--- config.mk ---
export PLATFORM = sky130hd
export DESIGN_NAME = frontEnd
export DESIGN_NICKNAME = d
export VERILOG_FILES = /design/src/rtl/isaPkg.sv /design/src/rtl/pipePkg.sv /design/src/rtl/instQueue.sv /design/src/rtl/instDecoder.sv /design/src/rtl/robAllocator.sv /design/src/rtl/frontEnd.sv
export SDC_FILE = /design/constraint.sdc
export NUM_CORES = 1
export LEC_CHECK = 0
export BUFFER_PORTS_ARGS = -buffer_cell sky130_fd_sc_hd__clkbuf_2
export CAP_MARGIN = 10
export CORE_MARGIN = 5
export CORE_UTILIZATION = 40
export CTS_BUF_LIST = sky130_fd_sc_hd__clkbuf_4
export CTS_CLUSTER_SIZE = 20
export DETAILED_ROUTE_END_ITERATION = 7
export PLACE_DENSITY = 0.55
export SLEW_MARGIN = 10
export SYNTH_ARGS = -nofsm -noshare
export SYNTH_HDL_FRONTEND = slang
export SYNTH_SLANG_ARGS = --single-unit
--- constraint.sdc ---
create_clock -name clk -period 10.6 [get_ports clk]
set_clock_uncertainty 0.15 [all_clocks]
set_input_delay 2.12 -clock clk [delete_from_list [all_inputs] [get_ports clk]]
set_output_delay 2.12 -clock clk [all_outputs]
set_load 0.05 [all_outputs]
--- src/rtl/isaPkg.sv ---
package isaPkg;

    localparam int InstWidth    = 32;
    localparam int AddrWidth    = 32;
    localparam int RegNameWidth = 5;
    localparam int ImmWidth     = 32;

    // Major opcodes of the supported RV32I subset
    typedef enum logic [6:0] {
        OPC_LUI    = 7'b0110111,
        OPC_AUIPC  = 7'b0010111,
        OPC_JAL    = 7'b1101111,
        OPC_JALR   = 7'b1100111,
        OPC_BRANCH = 7'b1100011,
        OPC_LOAD   = 7'b0000011,
        OPC_STORE  = 7'b0100011,
        OPC_OPIMM  = 7'b0010011,
        OPC_OP     = 7'b0110011
    } opcodeE;

    // Internal operation codes handed to the back end
    typedef enum logic [5:0] {
        NOP,
        LUI,
        AUIPC,
        JAL,
        JALR,
        BEQ,
        BNE,
        BLT,
        BGE,
        BLTU,
        BGEU,
        LB,
        LH,
        LW,
        LBU,
        LHU,
        SB,
        SH,
        SW,
        ADDI,
        SLTI,
        SLTIU,
        XORI,
        ORI,
        ANDI,
        SLLI,
        SRLI,
        SRAI,
        ADD,
        SUB,
        SLL,
        SLT,
        SLTU,
        XOR,
        SRL,
        SRA,
        OR,
        AND
    } opE;

endpackage

--- src/rtl/pipePkg.sv ---
package pipePkg;

    import isaPkg::*;

    // One word as it comes out of fetch
    typedef struct packed {
        logic [InstWidth-1:0] inst;
        logic [AddrWidth-1:0] pc;
        logic                 pd;     // Predicted taken by the branch predictor
    } fetchEntryT;

    // Decoded instruction bundle sent towards the register file and ROB
    typedef struct packed {
        opE                      op;
        logic [RegNameWidth-1:0] rs1;
        logic [RegNameWidth-1:0] rs2;
        logic [RegNameWidth-1:0] rd;
        logic [ImmWidth-1:0]     imm;
        logic [AddrWidth-1:0]    pc;
        logic                    pd;
    } decodedInstT;

endpackage

--- src/rtl/instQueue.sv ---
module instQueue import pipePkg::*; #(
    parameter int QueueDepth = 4
) (
    input  logic       clk,
    input  logic       rst,
    input  logic       rdy,
    input  logic       fetchEn,
    input  fetchEntryT fetchEntry,
    input  logic       popEn,
    output logic       queueValid,
    output logic       queueFull,
    output fetchEntryT queueHead
);

    localparam int PtrWidth   = $clog2(QueueDepth);
    localparam int CountWidth = $clog2(QueueDepth + 1);

    fetchEntryT            entries [QueueDepth];
    logic [PtrWidth-1:0]   rdPtr;
    logic [PtrWidth-1:0]   wrPtr;
    logic [CountWidth-1:0] count;
    logic                  push;

    assign queueValid = (count != '0);
    assign queueFull  = (count == CountWidth'(QueueDepth));
    assign queueHead  = entries[rdPtr];

    // A full queue still takes a word when the head leaves on the same edge
    assign push = rdy && fetchEn && (!queueFull || popEn);

    always_ff @(posedge clk) begin
        if (push) begin
            entries[wrPtr] <= fetchEntry;
        end
    end

    always_ff @(posedge clk) begin
        if (rst) begin
            rdPtr <= '0;
            wrPtr <= '0;
            count <= '0;
        end else begin
            if (push) begin
                wrPtr <= wrPtr + 1'b1;          // Wraps since the depth is a power of two
            end
            if (popEn) begin
                rdPtr <= rdPtr + 1'b1;
            end
            case ({push, popEn})
                2'b10:   count <= count + 1'b1;
                2'b01:   count <= count - 1'b1;
                default: count <= count;
            endcase
        end
    end

endmodule

--- src/rtl/instDecoder.sv ---
module instDecoder import isaPkg::*, pipePkg::*; (
    input  logic        clk,
    input  logic        rst,
    input  logic        rdy,
    input  logic        queueValid,
    input  fetchEntryT  queueHead,
    input  logic        robFull,
    output logic        popEn,
    output logic        decValid,
    output decodedInstT decInst
);

    logic [InstWidth-1:0] inst;
    opcodeE               opcode;
    logic [2:0]           funct3;
    logic [3:0]           funct;
    decodedInstT          decNext;
    logic                 advance;

    assign inst   = queueHead.inst;
    assign opcode = opcodeE'(inst[6:0]);
    assign funct3 = inst[14:12];
    assign funct  = {inst[30], inst[14:12]};

    always_comb begin
        decNext.rs1 = inst[19:15];
        decNext.rs2 = inst[24:20];
        decNext.rd  = inst[11:7];
        decNext.pc  = queueHead.pc;
        decNext.pd  = queueHead.pd;

        case (opcode)
            OPC_LUI, OPC_AUIPC: decNext.imm = {inst[31:12], 12'b0};
            OPC_JAL:    decNext.imm = {{12{inst[31]}}, inst[19:12], inst[20], inst[30:21], 1'b0};
            OPC_BRANCH: decNext.imm = {{20{inst[31]}}, inst[7], inst[30:25], inst[11:8], 1'b0};
            OPC_JALR, OPC_OPIMM, OPC_LOAD: decNext.imm = {{21{inst[31]}}, inst[30:20]};
            OPC_STORE:  decNext.imm = {{21{inst[31]}}, inst[30:25], inst[11:7]};
            default:    decNext.imm = '0;       // R-type and unknown opcodes
        endcase

        decNext.op = NOP;
        case (opcode)
            OPC_LUI:   decNext.op = LUI;
            OPC_AUIPC: decNext.op = AUIPC;
            OPC_JAL:   decNext.op = JAL;
            OPC_JALR:  decNext.op = JALR;
            OPC_BRANCH: begin
                case (funct3)
                    3'b000:  decNext.op = BEQ;
                    3'b001:  decNext.op = BNE;
                    3'b100:  decNext.op = BLT;
                    3'b101:  decNext.op = BGE;
                    3'b110:  decNext.op = BLTU;
                    3'b111:  decNext.op = BGEU;
                    default: decNext.op = NOP;
                endcase
            end
            OPC_LOAD: begin
                case (funct3)
                    3'b000:  decNext.op = LB;
                    3'b001:  decNext.op = LH;
                    3'b010:  decNext.op = LW;
                    3'b100:  decNext.op = LBU;
                    3'b101:  decNext.op = LHU;
                    default: decNext.op = NOP;
                endcase
            end
            OPC_STORE: begin
                case (funct3)
                    3'b000:  decNext.op = SB;
                    3'b001:  decNext.op = SH;
                    3'b010:  decNext.op = SW;
                    default: decNext.op = NOP;
                endcase
            end
            OPC_OPIMM: begin
                // Bit 30 only matters for the shifts, the rest ignore it
                case (funct)
                    4'b0000, 4'b1000: decNext.op = ADDI;
                    4'b0010, 4'b1010: decNext.op = SLTI;
                    4'b0011, 4'b1011: decNext.op = SLTIU;
                    4'b0100, 4'b1100: decNext.op = XORI;
                    4'b0110, 4'b1110: decNext.op = ORI;
                    4'b0111, 4'b1111: decNext.op = ANDI;
                    4'b0001:          decNext.op = SLLI;
                    4'b0101:          decNext.op = SRLI;
                    4'b1101:          decNext.op = SRAI;
                    default:          decNext.op = NOP;
                endcase
            end
            OPC_OP: begin
                case (funct)
                    4'b0000: decNext.op = ADD;
                    4'b1000: decNext.op = SUB;
                    4'b0001: decNext.op = SLL;
                    4'b0010: decNext.op = SLT;
                    4'b0011: decNext.op = SLTU;
                    4'b0100: decNext.op = XOR;
                    4'b0101: decNext.op = SRL;
                    4'b1101: decNext.op = SRA;
                    4'b0110: decNext.op = OR;
                    4'b0111: decNext.op = AND;
                    default: decNext.op = NOP;
                endcase
            end
            default: decNext.op = NOP;
        endcase
    end

    // The stage register moves on unless its content is stuck behind a full ROB
    assign advance = rdy && (!decValid || !robFull);
    assign popEn   = advance && queueValid;

    always_ff @(posedge clk) begin
        if (rst) begin
            decValid <= 1'b0;
        end else if (advance) begin
            decValid <= queueValid;
        end
    end

    always_ff @(posedge clk) begin
        if (popEn) begin
            decInst <= decNext;
        end
    end

endmodule

--- src/rtl/robAllocator.sv ---
module robAllocator import pipePkg::*; #(
    parameter int RobSize = 8
) (
    input  logic                       clk,
    input  logic                       rst,
    input  logic                       rdy,
    input  logic                       decValid,
    input  logic                       commitEn,
    input  decodedInstT                decInst,
    output logic                       robFull,
    output logic                       dispatchEn,
    output decodedInstT                dispatchInst,
    output logic [$clog2(RobSize)-1:0] robTag
);

    localparam int TagWidth = $clog2(RobSize);
    localparam int OccWidth = $clog2(RobSize + 1);

    logic [TagWidth-1:0] nextTag;
    logic [OccWidth-1:0] occupancy;
    logic                accept;
    logic                dispatchReg;

    assign robFull = (occupancy == OccWidth'(RobSize));
    assign accept  = decValid && !robFull && rdy;

    // A pending pulse is held through a stall and shows once rdy returns
    assign dispatchEn = dispatchReg && rdy;

    always_ff @(posedge clk) begin
        if (rst) begin
            dispatchReg <= 1'b0;
            nextTag     <= '0;
            robTag      <= '0;
            occupancy   <= '0;
        end else begin
            if (rdy) begin
                dispatchReg <= accept;
            end
            if (accept) begin
                robTag  <= nextTag;
                nextTag <= nextTag + 1'b1;      // Wraps at RobSize
            end
            case ({accept, commitEn && rdy})    // Occupancy is frozen along with the rest
                2'b10:   occupancy <= occupancy + 1'b1;
                2'b01:   occupancy <= occupancy - 1'b1;
                default: occupancy <= occupancy;
            endcase
        end
    end

    always_ff @(posedge clk) begin
        if (accept) begin
            dispatchInst <= decInst;
        end
    end

endmodule

--- src/rtl/frontEnd.sv ---
module frontEnd import pipePkg::*; #(
    parameter int QueueDepth = 4,
    parameter int RobSize    = 8
) (
    input  logic                       clk,
    input  logic                       rst,
    input  logic                       rdy,
    input  logic                       fetchEn,
    input  fetchEntryT                 fetchEntry,
    input  logic                       commitEn,
    output logic                       queueFull,
    output logic                       dispatchEn,
    output decodedInstT                dispatchInst,
    output logic [$clog2(RobSize)-1:0] robTag
);

    logic        queueValid;
    fetchEntryT  queueHead;
    logic        popEn;
    logic        decValid;
    decodedInstT decInst;
    logic        robFull;

    instQueue #(
        .QueueDepth(QueueDepth)
    ) instQueue_i (
        .clk       (clk),
        .rst       (rst),
        .rdy       (rdy),
        .fetchEn   (fetchEn),
        .fetchEntry(fetchEntry),
        .popEn     (popEn),
        .queueValid(queueValid),
        .queueFull (queueFull),
        .queueHead (queueHead)
    );

    instDecoder instDecoder_i (
        .clk       (clk),
        .rst       (rst),
        .rdy       (rdy),
        .queueValid(queueValid),
        .queueHead (queueHead),
        .robFull   (robFull),
        .popEn     (popEn),
        .decValid  (decValid),
        .decInst   (decInst)
    );

    robAllocator #(
        .RobSize(RobSize)
    ) robAllocator_i (
        .clk         (clk),
        .rst         (rst),
        .rdy         (rdy),
        .decValid    (decValid),
        .commitEn    (commitEn),
        .decInst     (decInst),
        .robFull     (robFull),
        .dispatchEn  (dispatchEn),
        .dispatchInst(dispatchInst),
        .robTag      (robTag)
    );

endmodule

==> results.ini <==
[status]
outcome=complete, no violations

[yosys]
yosys-top-cells-count=edfxtp_1, mux4_2, nor2_1
synthXorXnorAreaFrac=0.00581
synth.distinct_cells=60
avgSynthCellArea_um2=21.4
synth_most_common_cell=edfxtp_1
synth_cells=774
synth_top_area_frac=0.783
synth_compound_area_frac=0.0314
yosysSeqAreaShare=0.808
syn_nets=858
ys_top_cells_by_area=edfxtp_1, mux4_2, dfxtp_1
synth_edf_count=432
async_flop_share=0
ys.warnings.count=0
muxShareOfSynthArea=0.0957
synth_top_area_cell=edfxtp_1
synth-adder-area-share=0.0115
synth_top_family_by_area=multiplexers
synthSimpleGateAreaFrac=0.0346
ys_ff_latch=453
syn_area_mm2=0.0166
synthFlopType=edfxtp_1

[cts]
h-tree-depth=3
cts_resized=0
clock_latency_ns=0.77
clk_path_buf_depth=3
clk_pin_slew_ns=0.06
cts.sinks=453
cts_root_buf=clkbuf_4
postCtsSetupBuffers=0
tritoncts=yes
hold_buffers=0
cts_buffers=113

[detailed_routing]
vias=8032
drt-wirelength-per-cell_um=19.4
avgViaCountPerCell=4.86
first_pass_iters=6
final_antenna_net_count=0
route.detailed.drc=0
routed_wl_um=32000
drt_iter0_drc=490

[cells_and_area]
drive_above_1_share=0.375
syn_to_final_growth_pct=17.0
num-nets-final=1112
postLayoutCellArea_mm2=0.0194

[timing]
rsz0062_at_grt=false
fmax_ghz=0.204
hold_violations=0
finalSetupViolCount=0
finalMaxSlewViolations=0
tightest_slew_ns=1.09
tns_ns=0
finalCritPeriodShare=0.462
hold_ws_ns=0.238
period_needed_ns=4.89
max-slew-margin-rel=0.273

[floorplan]
num_rows=74
core-area_mm2=0.0409
die_height_um=214
pin_count=161
fp.dieW_um=214
start_util=0.405
die_area_mm2=0.0456

[global_routing]
overflow=0
grt_start_max_net_pins=67
antenna_found_initial=6
grt_pass1_wl_um=49200
grt_pass1_vias=8535
grt.total_usage=0.142

[worst_setup_path]
crit_top_cell=clkbuf_2
worstPathMaxFanout=5
crit_path_cell_trace=clkbuf_2, and2_1, clkbuf_2
worst_setup_path_start_kind=primary input
critPathSlowestCell=clkbuf_2
worstPathArrival_ns=2.62
end_kind=primary output
slowest_delay_ns=0.27
required_ns=8.33
path_class=primary input to primary output

[place]
post-dp-hpwl_um=18600
portBuffers=160
gp_congestion=0.752
placed_area_mm2=0.0180

[pwr]
p_per_area_mw_per_mm2=203
leakagePower_nw=6.78
vdd_drop_max_mv=0.0691
finalPower_mw=3.94

[hold_path]
min_path_type=register to register

[run]
cap_violations=0

-- placed cells by master, fill, tap and decap left out, types with 4 or more instances in the layout --
cell type / count
ha_1: 12
and2_4: 4
a22o_1: 5
nor2_1: 30
nand2b_1: 5
mux4_2: 65
a21o_1: 22
xnor2_1: 5
o21ai_0: 5
edfxtp_1: 432
xor2_1: 6
clkbuf_2: 160
o211ai_1: 5
buf_4: 7
nand2_1: 15
a21oi_1: 12
and2_1: 7
dfxtp_1: 19
mux2i_1: 10
inv_1: 18
clkbuf_4: 162
clkinv_1: 34
nor2b_1: 12
-- final cells by class --
class | instances | area [µm²]
Tap cell | 532 | 666
Inverter | 19 | 71.3
Fill cell | 3555 | 21500
Clock buffer | 162 | 1220
Multi-Input combinational cell | 274 | 2990
Antenna cell | 3 | 7.51
Timing Repair Buffer | 167 | 853
Sequential cell | 453 | 13400
Clock inverter | 41 | 193
-- cell families (layout without fill, tap and decap cells) --
logic type	Yosys count	count (layout)
flops	453	453
simple gates	100	100
mux	77	77
compound gates	72	72
buf+inv	47	389
fa+ha+maj	14	14
xor+xnor	11	11
other cells	0	3
-- worst paths after layout --
check	to	slack, ns	depth (start not counted)	from
max	dispatchEn	5.71	3	rdy
min	robAllocator_i.dispatchInst[33]$_DFFE_PP_	0.24	0	instDecoder_i.decInst[33]$_DFFE_PP_
max reg2reg	instDecoder_i.decInst[81]$_DFFE_PP_	6.68	8	register
min reg2reg	robAllocator_i.dispatchInst[33]$_DFFE_PP_	0.24	0	instDecoder_i.decInst[33]$_DFFE_PP_
-- critical path: cells and delay by family --
kind	cells	cell delay [ns]
simple gates	1	0.12
buf+inv	2	0.38
-- registers in the layout (all words and copies together) (netlist names), 2 cells and up, named ones only --
| register | cells |
|---|---|
| instQueue_i.entries | 260 |
| instDecoder_i.decInst | 86 |
| robAllocator_i.dispatchInst | 86 |
| robAllocator_i.occupancy | 4 |
| instQueue_i.count | 3 |
| robAllocator_i.nextTag | 3 |
| robAllocator_i.robTag | 3 |
| instQueue_i.rdPtr | 2 |
| instQueue_i.wrPtr | 2 |
-- through the flow --
step	util	setup WS [ns]	instances
2_1_floorplan	-	2.55	774
3_3_place_gp	0.439	5.68	1445
3_5_place_dp	0.439	5.70	1445
4_1_cts	0.474	5.70	1648
5_1_grt	0.474	5.67	1649
6_report	0.474	5.71	1651
-- report_power, final --
group | internal [mW] | switching (mW)
combinational | 0.154 | 0.261
clock | 0.725 | 0.655
sequential | 2.10 | 0.0532
-- layer usage --
| layer | wire length [µm] | part of all wire | GRT usage |
|---|---|---|---|
| met5 | 55 | 0.0017 | 0 |
| met1 | 13600 | 0.43 | 0.185 |
| met3 | 2100 | 0.065 | 0.0432 |
| met2 | 15600 | 0.49 | 0.227 |
| met4 | 605 | 0.019 | 0.0533 |
(Power assumes the default switching activity.)
